==> src/common/tinker_pkg.sv <==
// Tinker core definitions
package tinker_pkg;

    typedef logic [63:0] word_t;    // Register value
    typedef logic [31:0] addr_t;    // PC and fetch address
    typedef logic [31:0] instr_t;
    typedef logic [4:0]  opcode_t;  // Bits 31 to 27
    typedef logic [4:0]  reg_idx_t;
    typedef logic [11:0] lit_t;     // Bits 11 to 0

    typedef enum logic [2:0] {
        FETCH,
        DECODE,
        EXECUTE,
        WRITEBACK,
        HALT
    } state_t;

    // --------------------------------------------------
    // Opcodes
    // --------------------------------------------------
    localparam opcode_t op_and    = 5'h00;
    localparam opcode_t op_or     = 5'h01;
    localparam opcode_t op_xor    = 5'h02;
    localparam opcode_t op_not    = 5'h03;
    localparam opcode_t op_shftr  = 5'h04;
    localparam opcode_t op_shftri = 5'h05;
    localparam opcode_t op_shftl  = 5'h06;
    localparam opcode_t op_shftli = 5'h07;
    localparam opcode_t op_br     = 5'h08;
    localparam opcode_t op_brr    = 5'h09;
    localparam opcode_t op_brr_l  = 5'h0a;
    localparam opcode_t op_brnz   = 5'h0b;
    localparam opcode_t op_brgt   = 5'h0e;
    localparam opcode_t op_halt   = 5'h0f;  // Halts only with literal 0
    localparam opcode_t op_mov    = 5'h11;
    localparam opcode_t op_mov_l  = 5'h12;
    localparam opcode_t op_add    = 5'h18;
    localparam opcode_t op_addi   = 5'h19;
    localparam opcode_t op_sub    = 5'h1a;
    localparam opcode_t op_subi   = 5'h1b;
    localparam opcode_t op_mul    = 5'h1c;
    localparam opcode_t op_div    = 5'h1d;

    localparam addr_t reset_pc    = 32'h0000_2000;
    localparam addr_t instr_bytes = 32'd4;
    localparam int    num_regs    = 32;

endpackage

==> src/common/exec_if.sv <==
// Execution unit bundle
interface exec_if (
    input logic clk
);

    // Decoded instruction and operands
    tinker_pkg::opcode_t opcode;
    tinker_pkg::lit_t    lit;
    tinker_pkg::word_t   op_a;
    tinker_pkg::word_t   op_b;
    tinker_pkg::addr_t   pc;

    // Unit results
    tinker_pkg::word_t   result;
    tinker_pkg::addr_t   next_pc;

    modport ctrl (output opcode, lit, op_a, op_b, pc, input result, next_pc);

    modport alu_side (input opcode, lit, op_a, op_b, output result);

    modport branch_side (input clk, opcode, lit, op_a, op_b, pc, output next_pc);

endinterface

==> src/sequencer.sv <==
// Instruction sequencer
module sequencer (
    input  logic                 clk,
    input  logic                 reset,
    input  tinker_pkg::instr_t   instr,
    output tinker_pkg::addr_t    fetch_addr,
    output tinker_pkg::reg_idx_t rd_idx_a,
    output tinker_pkg::reg_idx_t rd_idx_b,
    input  tinker_pkg::word_t    rd_data_a,
    input  tinker_pkg::word_t    rd_data_b,
    output logic                 wr_en,
    output tinker_pkg::reg_idx_t wr_idx,
    output tinker_pkg::word_t    wr_data,
    output logic                 hlt,
    exec_if.ctrl                 ex
);

    tinker_pkg::state_t   state;
    tinker_pkg::state_t   state_nxt;
    tinker_pkg::addr_t    pc;
    tinker_pkg::instr_t   ir;
    tinker_pkg::word_t    result_q;
    tinker_pkg::addr_t    next_pc_q;
    tinker_pkg::reg_idx_t dest_q;
    logic                 write_q;

    tinker_pkg::opcode_t  opcode;
    tinker_pkg::reg_idx_t rd;
    tinker_pkg::reg_idx_t rs;
    tinker_pkg::reg_idx_t rt;
    tinker_pkg::lit_t     lit;
    logic                 writes;
    logic                 is_halt;
    logic                 brgt_redirect;

    // --------------------------------------------------
    // Decode
    // --------------------------------------------------
    assign opcode = ir[31:27];
    assign rd     = ir[26:22];
    assign rs     = ir[21:17];
    assign rt     = ir[16:12];
    assign lit    = ir[11:0];

    assign is_halt = (opcode == tinker_pkg::op_halt) && (lit == '0);

    // A taken brgt parks next_pc_q at the PC; its target r[rt] is read in WRITEBACK
    assign brgt_redirect = (state == tinker_pkg::WRITEBACK)
                        && (opcode == tinker_pkg::op_brgt) && (next_pc_q == pc);

    always_comb begin
        rd_idx_a = rs;
        rd_idx_b = rt;
        case (opcode)
            tinker_pkg::op_addi, tinker_pkg::op_subi, tinker_pkg::op_shftri,
            tinker_pkg::op_shftli, tinker_pkg::op_mov_l,
            tinker_pkg::op_br, tinker_pkg::op_brr: rd_idx_a = rd;
            tinker_pkg::op_brnz: rd_idx_b = rd;  // Condition rs, target rd
            tinker_pkg::op_brgt: begin
                if (state == tinker_pkg::WRITEBACK)
                    rd_idx_a = rt;   // Second half, jump target
                else
                    rd_idx_b = rd;   // First half, compare rs with rd
            end
            default: ;
        endcase
    end

    always_comb begin
        case (opcode)
            tinker_pkg::op_add, tinker_pkg::op_addi, tinker_pkg::op_sub,
            tinker_pkg::op_subi, tinker_pkg::op_mul, tinker_pkg::op_div,
            tinker_pkg::op_and, tinker_pkg::op_or, tinker_pkg::op_xor,
            tinker_pkg::op_not, tinker_pkg::op_shftr, tinker_pkg::op_shftri,
            tinker_pkg::op_shftl, tinker_pkg::op_shftli,
            tinker_pkg::op_mov, tinker_pkg::op_mov_l: writes = 1'b1;
            default: writes = 1'b0;
        endcase
    end

    // Second brgt half reuses the plain register jump
    assign ex.opcode = brgt_redirect ? tinker_pkg::op_br : opcode;
    assign ex.lit    = lit;
    assign ex.op_a   = rd_data_a;
    assign ex.op_b   = rd_data_b;
    assign ex.pc     = pc;

    // --------------------------------------------------
    // State machine
    // --------------------------------------------------
    always_comb begin
        case (state)
            tinker_pkg::FETCH:     state_nxt = tinker_pkg::DECODE;
            tinker_pkg::DECODE:    state_nxt = tinker_pkg::EXECUTE;
            tinker_pkg::EXECUTE:   state_nxt = is_halt ? tinker_pkg::HALT
                                                       : tinker_pkg::WRITEBACK;
            tinker_pkg::WRITEBACK: state_nxt = tinker_pkg::FETCH;
            default:               state_nxt = tinker_pkg::HALT;  // Held until reset
        endcase
    end

    always_ff @(posedge clk or posedge reset) begin
        if (reset) begin
            state   <= tinker_pkg::FETCH;
            pc      <= tinker_pkg::reset_pc;
            ir      <= '0;
            write_q <= 1'b0;
        end else begin
            state <= state_nxt;
            if (state == tinker_pkg::DECODE)
                ir <= instr;
            if (state == tinker_pkg::EXECUTE)
                write_q <= writes && (rd != '0);  // r0 stays zero
            if (state == tinker_pkg::WRITEBACK)
                pc <= brgt_redirect ? ex.next_pc : next_pc_q;
        end
    end

    always_ff @(posedge clk) begin
        if (state == tinker_pkg::EXECUTE) begin
            result_q  <= ex.result;
            next_pc_q <= ex.next_pc;
            dest_q    <= rd;
        end
    end

    assign fetch_addr = pc;
    assign wr_en      = (state == tinker_pkg::WRITEBACK) && write_q;
    assign wr_idx     = dest_q;
    assign wr_data    = result_q;
    assign hlt        = (state == tinker_pkg::HALT);

    a_pc_aligned: assert property (@(posedge clk) disable iff (reset)
        pc[1:0] == 2'b00);

endmodule

==> src/flat_wrapper.sv <==
// flat-port wrapper written by rule: the top's interface ports become plain ports
module sequencer_flat 
  (clk, reset, instr, fetch_addr, rd_idx_a, rd_idx_b, rd_data_a, rd_data_b, wr_en, wr_idx, wr_data, hlt, ex_opcode, ex_lit, ex_op_a, ex_op_b, ex_pc, ex_result, ex_next_pc);
  exec_if ex_i (.clk(clk));
  input  logic clk;
  input  logic reset;
  input  tinker_pkg::instr_t instr;
  output tinker_pkg::addr_t fetch_addr;
  output tinker_pkg::reg_idx_t rd_idx_a;
  output tinker_pkg::reg_idx_t rd_idx_b;
  input  tinker_pkg::word_t rd_data_a;
  input  tinker_pkg::word_t rd_data_b;
  output logic wr_en;
  output tinker_pkg::reg_idx_t wr_idx;
  output tinker_pkg::word_t wr_data;
  output logic hlt;
  output wire logic [$bits(ex_i.opcode)-1:0] ex_opcode;
  output wire logic [$bits(ex_i.lit)-1:0] ex_lit;
  output wire logic [$bits(ex_i.op_a)-1:0] ex_op_a;
  output wire logic [$bits(ex_i.op_b)-1:0] ex_op_b;
  output wire logic [$bits(ex_i.pc)-1:0] ex_pc;
  input wire logic [$bits(ex_i.result)-1:0] ex_result;
  input wire logic [$bits(ex_i.next_pc)-1:0] ex_next_pc;
  assign ex_opcode = ex_i.opcode;
  assign ex_lit = ex_i.lit;
  assign ex_op_a = ex_i.op_a;
  assign ex_op_b = ex_i.op_b;
  assign ex_pc = ex_i.pc;
  assign ex_i.result = ex_result;
  assign ex_i.next_pc = ex_next_pc;
  sequencer u_core (.clk(clk), .reset(reset), .instr(instr), .fetch_addr(fetch_addr), .rd_idx_a(rd_idx_a), .rd_idx_b(rd_idx_b), .rd_data_a(rd_data_a), .rd_data_b(rd_data_b), .wr_en(wr_en), .wr_idx(wr_idx), .wr_data(wr_data), .hlt(hlt), .ex(ex_i));
endmodule
==> config.mk <==
export PLATFORM = sky130hd
export DESIGN_NAME = sequencer_flat
export DESIGN_NICKNAME = d
export VERILOG_FILES = /design/src/common/tinker_pkg.sv /design/src/common/exec_if.sv /design/src/sequencer.sv /design/src/flat_wrapper.sv
export SDC_FILE = /design/constraint.sdc
export NUM_CORES = 1
export LEC_CHECK = 0
export BUFFER_PORTS_ARGS = -buffer_cell sky130_fd_sc_hd__buf_4
export CELL_PAD_IN_SITES_DETAIL_PLACEMENT = 0
export CELL_PAD_IN_SITES_GLOBAL_PLACEMENT = 1
export CORE_AREA = 10 10 204 206
export CTS_CLUSTER_SIZE = 8
export DETAILED_ROUTE_END_ITERATION = 10
export DIE_AREA = 0 0 214 216
export PLACE_DENSITY = 0.71
export SLEW_MARGIN = 20
export SYNTH_ARGS = -nofsm -noshare
export SYNTH_HDL_FRONTEND = slang
export SYNTH_SLANG_ARGS = --single-unit
==> constraint.sdc <==
create_clock -name clk -period 5.42 [get_ports clk]
set_clock_uncertainty 0.2 [all_clocks]
set_input_delay 0.542 -clock clk [delete_from_list [all_inputs] [get_ports clk]]
set_output_delay 0.542 -clock clk [all_outputs]
set_load 0.01 [all_outputs]
==> results.md <==
- Worst Setup SP: u_core.ex.pc[23]
- Largest net degree at the start of global routing: 69
- Post-layout util: between 20 and 30%
- RSZ-0062 raised after global routing: false
- Nets: 1050
- Port buffer count: 291
- Setup crit end kind: primary output
- CTS Root Cell: clkbuf_16
- # hold bufs at CTS: 0
- Remaining antenna violation count: 0
- Hold WS: 0.0842 ns
- Postcts setup bufs: 0
- Clock Power Share: 38.8%
- Gate count of the mapped netlist: 679
- Worst r2r path cells: 6
- Sequential area share after synthesis: 57.3%
- Worst VDD drop: 0.208 mV
- Post_cts resized: 0
- Fraction of layout cells with a size suffix above 1: 45.8%
- Worst Setup Start Kind: flop
- CTS Buf Count: 17
- CP endpoint: ex_opcode[1]
- Via count: 5391
- Post-Syn Nets: between 900 and 1k
- Internal: 2.29 mW
- Worst min path class: in -> reg
- Total global-route track usage: between 10% and 20%
- Synth warn: 0
- Setup tns final: 0 ns
- Vias per inst: 4.10
- Clock buffer depth: 2
- Yosys cell types: 41
- Post-synth EDFFs: 101
- Starting Density: between 20% and 30%
- Seq cells post-synth: 169
- PD cells: 296 nW/um^2
- Row count: 71
- Flop-to-flop setup slack: 2.29 ns
- Most frequent cells in the layout: 298 x buf_4, 101 x edfxtp_1, 67 x dfrtp_1
- Switching share of power: 24.3%
- Gp weighted congestion: around 0.75
- Arrival time worst endpoint: 3.16 ns
- Pins over their slew limit: 0
- Core Area: roughly 37000 sq um
- Leakage power: 4.03 nW
- DIE HEIGHT: 216 um
- Drc violations: 0
- Comb pwr share: 12.2%
- Max Freq: 256 MHz
- Fillers: 3884
- Setup ws final: 1.52 ns
- Outcome: finished, final reports clean
- Final Critical Period: 3.90 ns
- CTS clk-pin slew, worst paths: approximately 0.07 ns
- Critical Path RT: 4.68 ns
- Drt first pass iters: 4
- DR WL/cell: 21.1 um
- Vias in the first global route: approximately 5.8k
- Synth-to-layout area growth: 23.8%
- Crit share post-route: 72.0%
- Crit path max fanout: 4
- Post-Synthesis Cell Area: 8260 sq um
- Die width: between 200 and 250 um
- CTS tree: done
- RR Endpoint: u_core.ex.pc[18]
- Initial antenna violation count: 3
- Dpl hpwl: 20.9 mm
- GRT overflow: 0
- Final Hold Fails: 0
- Worst Tran Pin Value: 0.987 ns
- Commonest non-fill, non-tap cell in the layout: buf_4
- Clk Latency, worst-skew pair: between 0.4 and 0.5 ns
- Hold Startpoint: ex_result[5]
- H-Tree Depth: 4
- Post-synth ARST share: between 40% and 50%
- CTS sink count: between 150 and 200
- Relative slew slack: roughly 34%
- WS Path Type: reg -> out
- Setup WS pre-CTS: about 2.1 ns
- Most used DFF post-synth: edfxtp_1
- Critical R2R Launch: u_core.ex.pc[23]
- Max Cap Viol: 0
- Final setup violation count: 0
- I/O pins: 548
- Full die area: 46200 sq um
- Switching power: 0.737 mW
- Mean Syn Cell Area: 12.2 sq um
- Power, Total: 3.03 mW
- First-pass GRT wire length: 40.2 mm
- DRT iter0 DRCs: 292
- WL final: around 28 mm
- Seq pwr share: 49.1%
cell usage after synthesis (5+ instances only):
cell type	n	share of area [%]
buf_6	5	0.68
nor2_1	36	1.6
o21ai_0	6	0.36
a31oi_1	32	2.4
a221o_1	5	0.61
nor2b_1	6	0.45
buf_1	5	0.23
mux2_2	35	4.8
buf_2	8	0.48
nand2_1	37	1.7
inv_1	5	0.23
dfrtp_1	67	20
clkbuf_1	17	0.77
buf_4	173	16
or3_1	32	2.4
nor4_1	10	0.76
edfxtp_1	101	37
xor2_1	32	3.4
o31ai_1	32	2.9
worst max-delay path: stages, from the launching register on:
cell and delay, ns:
dfrtp_1 0.47, xor2_1 0.21, nor4_1 0.72, nand4_1 0.37, nor3_1 0.67, nor2_1 0.12
buf_4 0.18
state kept, by name (all words and copies together), names as in the netlist:
signal	flops
u_core.ir	32
u_core.wr_data	64
u_core.write_q	1
u_core.next_pc_q	32
u_core.state	3
u_core.wr_idx	5
u_core.ex.pc	32
routing by layer:
layer	vias up	share of wire (%)	global-route usage, %
met4	4	2.1	3.74
met2	300	50	19.2
met5	-	0.23	0.858
li1	2455	-	-
met1	2580	38	12.7
met3	52	10	5.92
worst min path at each step:
stage	endpoint	cells after the start
floorplan	u_core.write_q	2
global placement	u_core.write_q	2
detailed placement	u_core.write_q	2
CTS	u_core.wr_data[14]	1
global route	u_core.wr_data[14]	1
finish	u_core.wr_data[5]	1
cells by family after synthesis:
| group | synth area share (%) |
|---|---|
| AOI/OAI and AO/OA | 7.06 |
| xor gates and xnor gates | 3.39 |
| adders and majority gates | 0.606 |
| buffers and inverters | 18.1 |
| DFF | 57.3 |
| muxes | 4.89 |
| and+or+nand+nor | 8.62 |
stage by stage:
stage	cells	instance area, sq um
6_report	1315	10200
5_1_grt	1313	10200
4_1_cts	1312	10200
3_5_place_dp	1280	9670
3_3_place_gp	1280	9670
2_1_floorplan	679	8260
power groups by stage:
stage,clock network (mW),registers (mW),logic (mW)
floorplan,0,1.50,0.272
global placement,0,1.51,0.377
detailed placement,0,1.52,0.378
CTS,1.22,1.49,0.380
global route,1.27,1.50,0.405
finish,1.17,1.49,0.369
area by class of cell:
type	count	area, sq um	share of cell area (%)
Timing Repair Buffer	298	2240	21.9
Antenna cell	3	7.51	0.0734
Inverter	5	22.5	0.220
Tap cell	511	639	6.25
Multi-Input combinational cell	297	2040	19.9
Clock inverter	8	72.6	0.709
Clock buffer	24	475	4.65
Sequential cell	169	4740	46.3
Power figures use the tool's default switching activity.
