**config.mk**
```make
export PLATFORM = sky130hd
export DESIGN_NAME = branch_unit_flat
export DESIGN_NICKNAME = d
export VERILOG_FILES = /design/src/common/tinker_pkg.sv /design/src/common/exec_if.sv /design/src/execute/branch_unit.sv /design/src/flat_wrapper.sv
export SDC_FILE = /design/constraint.sdc
export NUM_CORES = 1
export LEC_CHECK = 0
export BUFFER_PORTS_ARGS = -buffer_cell sky130_fd_sc_hd__buf_2
export CORE_MARGIN = 2
export CORE_UTILIZATION = 45
export DETAILED_ROUTE_END_ITERATION = 12
export GPL_TIMING_DRIVEN = 1
export PLACE_DENSITY = 0.73
export SLEW_MARGIN = 30
export SYNTH_ARGS = -nofsm -noshare
export SYNTH_HDL_FRONTEND = slang
export SYNTH_SLANG_ARGS = --single-unit
```
**constraint.sdc**
```tcl
create_clock -name vclk -period 5.4
set_input_delay 0.81 -clock vclk [all_inputs]
set_output_delay 0.81 -clock vclk [all_outputs]
set_load 0.01 [all_outputs]
```
**src/common/tinker_pkg.sv**
```systemverilog
// Tinker core definitions
package tinker_pkg;

    typedef logic [63:0] word_t;    // Register value
    typedef logic [31:0] addr_t;    // PC and fetch address
    typedef logic [31:0] instr_t;
    typedef logic [4:0]  opcode_t;  // Bits 31 to 27
    typedef logic [4:0]  reg_idx_t;
    typedef logic [11:0] lit_t;     // Bits 11 to 0

    typedef enum logic [2:0] {
        FETCH,
        DECODE,
        EXECUTE,
        WRITEBACK,
        HALT
    } state_t;

    // --------------------------------------------------
    // Opcodes
    // --------------------------------------------------
    localparam opcode_t op_and    = 5'h00;
    localparam opcode_t op_or     = 5'h01;
    localparam opcode_t op_xor    = 5'h02;
    localparam opcode_t op_not    = 5'h03;
    localparam opcode_t op_shftr  = 5'h04;
    localparam opcode_t op_shftri = 5'h05;
    localparam opcode_t op_shftl  = 5'h06;
    localparam opcode_t op_shftli = 5'h07;
    localparam opcode_t op_br     = 5'h08;
    localparam opcode_t op_brr    = 5'h09;
    localparam opcode_t op_brr_l  = 5'h0a;
    localparam opcode_t op_brnz   = 5'h0b;
    localparam opcode_t op_brgt   = 5'h0e;
    localparam opcode_t op_halt   = 5'h0f;  // Halts only with literal 0
    localparam opcode_t op_mov    = 5'h11;
    localparam opcode_t op_mov_l  = 5'h12;
    localparam opcode_t op_add    = 5'h18;
    localparam opcode_t op_addi   = 5'h19;
    localparam opcode_t op_sub    = 5'h1a;
    localparam opcode_t op_subi   = 5'h1b;
    localparam opcode_t op_mul    = 5'h1c;
    localparam opcode_t op_div    = 5'h1d;

    localparam addr_t reset_pc    = 32'h0000_2000;
    localparam addr_t instr_bytes = 32'd4;
    localparam int    num_regs    = 32;

endpackage

```
**src/common/exec_if.sv**
```systemverilog
// Execution unit bundle
interface exec_if (
    input logic clk
);

    // Decoded instruction and operands
    tinker_pkg::opcode_t opcode;
    tinker_pkg::lit_t    lit;
    tinker_pkg::word_t   op_a;
    tinker_pkg::word_t   op_b;
    tinker_pkg::addr_t   pc;

    // Unit results
    tinker_pkg::word_t   result;
    tinker_pkg::addr_t   next_pc;

    modport ctrl (output opcode, lit, op_a, op_b, pc, input result, next_pc);

    modport alu_side (input opcode, lit, op_a, op_b, output result);

    modport branch_side (input clk, opcode, lit, op_a, op_b, pc, output next_pc);

endinterface

```
**src/execute/branch_unit.sv**
```systemverilog
// Branch target logic
module branch_unit (
    exec_if.branch_side ex
);

    tinker_pkg::addr_t seq_pc;
    tinker_pkg::addr_t lit_off;

    assign seq_pc  = ex.pc + tinker_pkg::instr_bytes;
    assign lit_off = {{20{ex.lit[11]}}, ex.lit};

    always_comb begin
        case (ex.opcode)
            tinker_pkg::op_br:    ex.next_pc = ex.op_a[31:0];
            tinker_pkg::op_brr:   ex.next_pc = ex.pc + ex.op_a[31:0];
            tinker_pkg::op_brr_l: ex.next_pc = ex.pc + lit_off;
            tinker_pkg::op_brnz: begin
                if (ex.op_a != '0)
                    ex.next_pc = ex.op_b[31:0];
                else
                    ex.next_pc = seq_pc;
            end
            tinker_pkg::op_brgt: begin
                // Taken holds the PC, the sequencer then loads r[rt]
                if ($signed(ex.op_a) > $signed(ex.op_b))
                    ex.next_pc = ex.pc;
                else
                    ex.next_pc = seq_pc;
            end
            default: ex.next_pc = seq_pc;
        endcase
    end

    a_next_pc_aligned: assert property (@(posedge ex.clk)
        ex.next_pc[1:0] == 2'b00);

endmodule

```
**src/flat_wrapper.sv**
```systemverilog
// flat-port wrapper written by rule: the top's interface ports become plain ports
module branch_unit_flat 
  (clk, ex_opcode, ex_lit, ex_op_a, ex_op_b, ex_pc, ex_next_pc);
  exec_if ex_i (.clk(clk));
  input wire logic clk;
  input wire logic [$bits(ex_i.opcode)-1:0] ex_opcode;
  input wire logic [$bits(ex_i.lit)-1:0] ex_lit;
  input wire logic [$bits(ex_i.op_a)-1:0] ex_op_a;
  input wire logic [$bits(ex_i.op_b)-1:0] ex_op_b;
  input wire logic [$bits(ex_i.pc)-1:0] ex_pc;
  output wire logic [$bits(ex_i.next_pc)-1:0] ex_next_pc;
  assign ex_i.opcode = ex_opcode;
  assign ex_i.lit = ex_lit;
  assign ex_i.op_a = ex_op_a;
  assign ex_i.op_b = ex_op_b;
  assign ex_i.pc = ex_pc;
  assign ex_next_pc = ex_i.next_pc;
  branch_unit u_core (.ex(ex_i));
endmodule
```
==> flow_metrics.env, run 1 <==
export IMPL_worst_pin_slew_ns=0.9823
export IMPL_fin_cells=1319
export IMPL_post_route_min_period_ns=5.187
export IMPL_maxSlewViolCount=0
export IMPL_grt_pass1_wl_mm=36.69
export IMPL_n_antenna_cell=0
export IMPL_path_cells="buf_2 -> nor2b_2 -> nor2b_2 -> nand2_2 -> buf_4 -> mux2_2 -> ha_1 -> inv_1 -> fa_1 -> nor2b_1 -> o31ai_1 -> a21oi_1 -> o21ai_2 -> o31a_1 -> a221oi_2 -> a31o_2 -> a31oi_1 -> xor2_1 -> o22ai_1 -> buf_2"
export IMPL_design_seq_count=0
export IMPL_place_port_buffers=209
export IMPL_cp_top_family="compound AO/OA/AOI/OAI gates"
export IMPL_cp_slowest_cell="fa_1"
export IMPL_status="finished clean"
export IMPL_via_per_inst=6.111
export IMPL_syn_area_mm2=0.006116
export IMPL_first_global_vias=7317
export IMPL_area_growth_pct=24.61
export IMPL_p_per_area_mw_per_mm2=90.10
export IMPL_wl_per_cell_um=18.10
export IMPL_setup_tns_ns=0
export IMPL_critPathKind="input pin to primary output"
export IMPL_rsz0062_at_grt="no"
export IMPL_dp_cells=1318
export IMPL_final_period_utilization_pct=96.06
export IMPL_drtAntennaViolNets=0
export IMPL_final_nets=1420
export IMPL_yosysWarnings=0
export IMPL_max_freq_mhz=192.8
export IMPL_hold_viol=0
export IMPL_track_usage_pct=31.07
export IMPL_die_h_um=120.6
export IMPL_slowest_delay_ns=0.38
export IMPL_drc_errors=0
export IMPL_crit_buf_inv=4
export IMPL_power_leakage_nw=3.792
export IMPL_dieArea_mm2=0.01454
export IMPL_routabilityCongestion=0.9991
export IMPL_synthCells=929
export IMPL_pin_count=210
export IMPL_rows=42
export IMPL_drtIter0Drc=792
export IMPL_critPathLaunchType="input pin"
export IMPL_cp_arrival_ns=4.38
export IMPL_grt_max_degree=52
export IMPL_start_util_pct=46.18
export IMPL_antenna_found_initial=0
export IMPL_cap_viol_max_count=0
export IMPL_mostFrequentLayoutCell="buf_2"
export IMPL_fillers=1334
export IMPL_nClkBuffers=0
export IMPL_num_vias=8060
export IMPL_drive_above_1_share_pct=26.51
export IMPL_seq_area_frac_synth_pct=0
export IMPL_post_dp_hpwl_mm=19.18
export IMPL_end_kind="primary output"
export IMPL_min_from="ex_op_b[27]"
export IMPL_finalSetupViolations=0
export IMPL_layout_common_cells="buf_2, a21oi_1, ha_1"
export IMPL_syn_area_per_cell_um2=6.583
export IMPL_synth_distinct_cells=70
export IMPL_grt_overflow_total=0
export IMPL_crit_cells=20
export IMPL_fin_total_pwr_mw=0.6867
export IMPL_min_path_type="input pin to primary output"
export IMPL_drt_first_pass_iters=6
export IMPL_hold_depth=4
export IMPL_finalWorstSetupSlack_ns=0.2129
export IMPL_ff_latch_area_um2=0
export IMPL_final_util_pct=57.55
export IMPL_dp_slack_ns=0.04440
export IMPL_max_slew_margin_pct=34.36
export IMPL_critPathMaxFanout=3
export IMPL_die_w_um=120.6
export IMPL_min_to="ex_next_pc[27]"
export IMPL_routed_wirelength_mm=23.87
export IMPL_required_ns=4.59
export IMPL_ir_worst_vdd_uv=40.31
export IMPL_postCtsHoldBufs=0
export IMPL_core_area_mm2=0.01324
export IMPL_synthesis_nets=1204
-- final cells by class --
class              instances  area (um2)  area share (%)
inverters                 78       292.8           3.842
well taps                176       220.2           2.890
multi-input cells        805        5647           74.09
repair buffers           260        1461           19.18
-- cell usage after synthesis (19+ instances only) --
master | n | share of area, %
a21o_1 | 38 | 4.7
a21oi_1 | 109 | 8.9
and3_1 | 21 | 2.1
clkbuf_1 | 30 | 1.8
ha_1 | 96 | 20
inv_1 | 78 | 4.8
nand2_1 | 78 | 4.8
nand3_1 | 19 | 1.6
nand4_1 | 33 | 3.4
nor2_1 | 59 | 3.6
nor4_1 | 22 | 2.3
o21ai_0 | 65 | 5.3
xnor2_1 | 29 | 4.2
xor2_1 | 25 | 3.6
-- through the flow --
| step | instance area (um2) | hold WS (ns) |
|---|---|---|
| final | 7621 | 1.990 |
| after global routing | 7621 | 2.014 |
| after CTS | 7571 | 1.996 |
| after detailed placement | 7571 | 1.995 |
| after global placement | 7571 | 1.985 |
| after floorplan | 6116 | 1.722 |
-- per-layer routing --
layer	vias up	wire (um)	track usage, %
met4	0	771	8.939
met2	458	11020	53.88
met1	3630	9812	40.03
met3	55	2269	4.151
met5	-	0	0
li1	3917	-	-
-- report_power, final --
part           internal (mW)  leakage (nW)  switching (mW)
logic                  0.300          3.79           0.387
registers                  0             0               0
clock network              0             0               0
total                  0.300          3.79           0.387
-- kinds of logic (layout without fill, tap and decap cells) --
family	count (synthesis)	after routing	synth area share, %
muxes	16	16	2.864
and+or+nand+nor	298	298	25.20
xor gates and xnor gates	54	54	7.733
adders and majority gates	97	97	19.97
AOI/OAI and AO/OA	340	340	35.64
buffers and inverters	124	338	8.592
-- timing repair --
item	CTS	global route
setup endpoints to repair	0	11
setup buffers	0	1
gates resized for setup	0	13
-- worst max path at each step --
stage / start / endpoint / slack, ns
after floorplan: ex_opcode[3] / ex_next_pc[30] / 0.12
after global placement: ex_opcode[3] / ex_next_pc[16] / 0.05
after detailed placement: ex_opcode[3] / ex_next_pc[16] / 0.04
after CTS: ex_opcode[3] / ex_next_pc[16] / 0.02
after global routing: ex_opcode[3] / ex_next_pc[21] / 0.006
final: ex_opcode[3] / ex_next_pc[30] / 0.21
Power figures use the tool's default switching activity.
==> inputs of run 2 (changes only) <==
--- a/config.mk
+++ b/config.mk
@@ -11,6 +11,7 @@
 export DETAILED_ROUTE_END_ITERATION = 12
 export GPL_TIMING_DRIVEN = 1
 export PLACE_DENSITY = 0.73
+export SETUP_SLACK_MARGIN = 0.3
 export SLEW_MARGIN = 30
 export SYNTH_ARGS = -nofsm -noshare
 export SYNTH_HDL_FRONTEND = slang
==> constraint.sdc (replaced) <==
create_clock -name vclk -period 5.4
set_input_delay 0.81 -clock vclk [all_inputs]
set_output_delay 0.81 -clock vclk [all_outputs]
set_load 0.05 [all_outputs]
==> run 2 against run 1 <==
  * Clock-buffer cell count unchanged
  * Via count increased by 1.7%
  * Die area unchanged
  * Combinational power increased by 21%
  * Design area increased by 7.3%
  * Non-clock buffer count increased by 9
  * Power increased by 21%
  * First-iteration DRC count decreased by 3.4%
==> flow_metrics.env, run 2 (same netlist as run 1, synthesis figures left out) <==
export IMPL_final_nets=1429
export IMPL_worst_pin_slew_ns=1.033
export IMPL_min_from="ex_pc[21]"
export IMPL_fillers=1299
export IMPL_end_kind="primary output"
export IMPL_num_vias=8193
export IMPL_slowest_delay_ns=0.36
export IMPL_status="finished clean"
export IMPL_n_antenna_cell=0
export IMPL_layout_common_cells="buf_2, a21oi_1, ha_1"
export IMPL_drtAntennaViolNets=0
export IMPL_rows=42
export IMPL_dp_slack_ns=0.02211
export IMPL_final_period_utilization_pct=95.66
export IMPL_post_dp_hpwl_mm=19.48
export IMPL_critPathLaunchType="input pin"
export IMPL_antenna_found_initial=0
export IMPL_max_freq_mhz=193.6
export IMPL_die_w_um=120.6
export IMPL_drive_above_1_share_pct=31.77
export IMPL_via_per_inst=6.169
export IMPL_start_util_pct=46.18
export IMPL_finalWorstSetupSlack_ns=0.2343
export IMPL_dieArea_mm2=0.01454
export IMPL_routed_wirelength_mm=24.72
export IMPL_drtIter0Drc=765
export IMPL_drc_errors=0
export IMPL_mostFrequentLayoutCell="buf_2"
export IMPL_max_slew_margin_pct=30.64
export IMPL_post_route_min_period_ns=5.166
export IMPL_min_to="ex_next_pc[21]"
export IMPL_postPlaceCellArea_mm2=0.007689
export IMPL_grt_overflow_total=0
export IMPL_nClkBuffers=0
export IMPL_ir_worst_vdd_uv=55.10
export IMPL_critPathKind="input pin to primary output"
export IMPL_die_h_um=120.6
export IMPL_routabilityCongestion=0.9941
export IMPL_fin_hold_ws_ns=2.072
export IMPL_cap_viol_max_count=0
export IMPL_critPathMaxFanout=8
export IMPL_core_area_mm2=0.01324
export IMPL_hold_depth=3
export IMPL_path_cells="buf_2 -> nor2b_1 -> buf_4 -> nand2_8 -> buf_8 -> mux2_2 -> ha_4 -> and3_1 -> o211ai_1 -> a21oi_2 -> o21ai_2 -> o31a_1 -> a221oi_2 -> a31o_2 -> a31oi_4 -> xor2_2 -> o22ai_4 -> buf_6"
export IMPL_area_growth_pct=33.65
export IMPL_track_usage_pct=31.44
export IMPL_cp_arrival_ns=4.36
export IMPL_setup_tns_ns=0
export IMPL_first_global_vias=7274
export IMPL_grt_max_degree=52
export IMPL_design_seq_count=0
export IMPL_min_path_type="input pin to primary output"
export IMPL_crit_buf_inv=4
export IMPL_drt_first_pass_iters=6
export IMPL_hold_viol=0
export IMPL_grt_pass1_wl_mm=37.07
export IMPL_pin_count=210
export IMPL_finalSetupViolations=0
export IMPL_wl_per_cell_um=18.62
export IMPL_cp_slowest_cell="mux2_2"
export IMPL_place_port_buffers=209
export IMPL_rsz0062_at_grt="yes"
export IMPL_power_leakage_nw=3.900
export IMPL_p_per_area_mw_per_mm2=101.3
export IMPL_fin_area_mm2=0.008174
export IMPL_ff_latch_area_um2=0
export IMPL_maxSlewViolCount=0
export IMPL_cp_top_family="compound AO/OA/AOI/OAI gates"
export IMPL_required_ns=4.59
==> run 2: cell types whose count changed in the layout (fill, tap and decap cells not counted), moves of 5 or more <==
cell      change
buf_6         +7
a21oi_1       -9
o21ai_1       +5
ha_4         +10
a21oi_2       +9
buf_2        -15
a311oi_1      -6
buf_4        +15
o21ai_0       -9
ha_1         -11
==> run 2: stage by stage <==
stage          instances  total power, mW  utilization, %
2_1_floorplan        929           0.5035               -
3_3_place_gp        1313           0.7423           58.06
3_5_place_dp        1313           0.7482           58.06
4_1_cts             1318           0.7691           59.04
5_1_grt             1328           0.8958           61.73
6_report            1328           0.8284           61.73
==> run 2: where the power goes <==
group          leakage (nW)  switching [mW]  total (mW)  internal [mW]
registers                 0               0           0              0
logic                  3.90           0.491       0.828          0.338
clock network             0               0           0              0
total                  3.90           0.491       0.828          0.338
==> run 2: what timing repair did <==
item | in CTS | in global routing
buffers inserted | 5 | 10
endpoints found under the setup margin | 17 | 25
cloned | 0 | 0
pin swaps | 6 | 24
gates resized for setup | 23 | 67
hold buffers | 0 | 0
==> run 2: worst max path at each step <==
stage | from | endpoint | slack, ns | cells past startpoint
floorplan | ex_opcode[3] | ex_next_pc[8] | 0.14 | 18
CTS | ex_opcode[4] | ex_next_pc[30] | 0.29 | 18
detailed placement | ex_opcode[4] | ex_next_pc[19] | 0.02 | 17
global route | ex_opcode[4] | ex_next_pc[30] | 0.13 | 19
global placement | ex_opcode[4] | ex_next_pc[16] | 0.04 | 18
finish | ex_opcode[1] | ex_next_pc[30] | 0.23 | 18
==> run 2: area by class of cell <==
class                           instances  area [um2]  share of cell area, %
Inverter                               78       292.8                  3.582
Timing Repair Buffer                  269        1600                  19.58
Tap cell                              176       220.2                  2.694
Multi-Input combinational cell        805        6061                  74.15
==> run 2: layer usage <==
layer	GRT usage, %	vias up	wire (um)	part of all wire (%)
met1	41.52	3717	10110	41
met4	7.776	0	837	3.4
met3	2.783	88	2306	9.3
li1	-	3949	-	-
met2	54.94	439	11460	46
met5	0	-	0	0
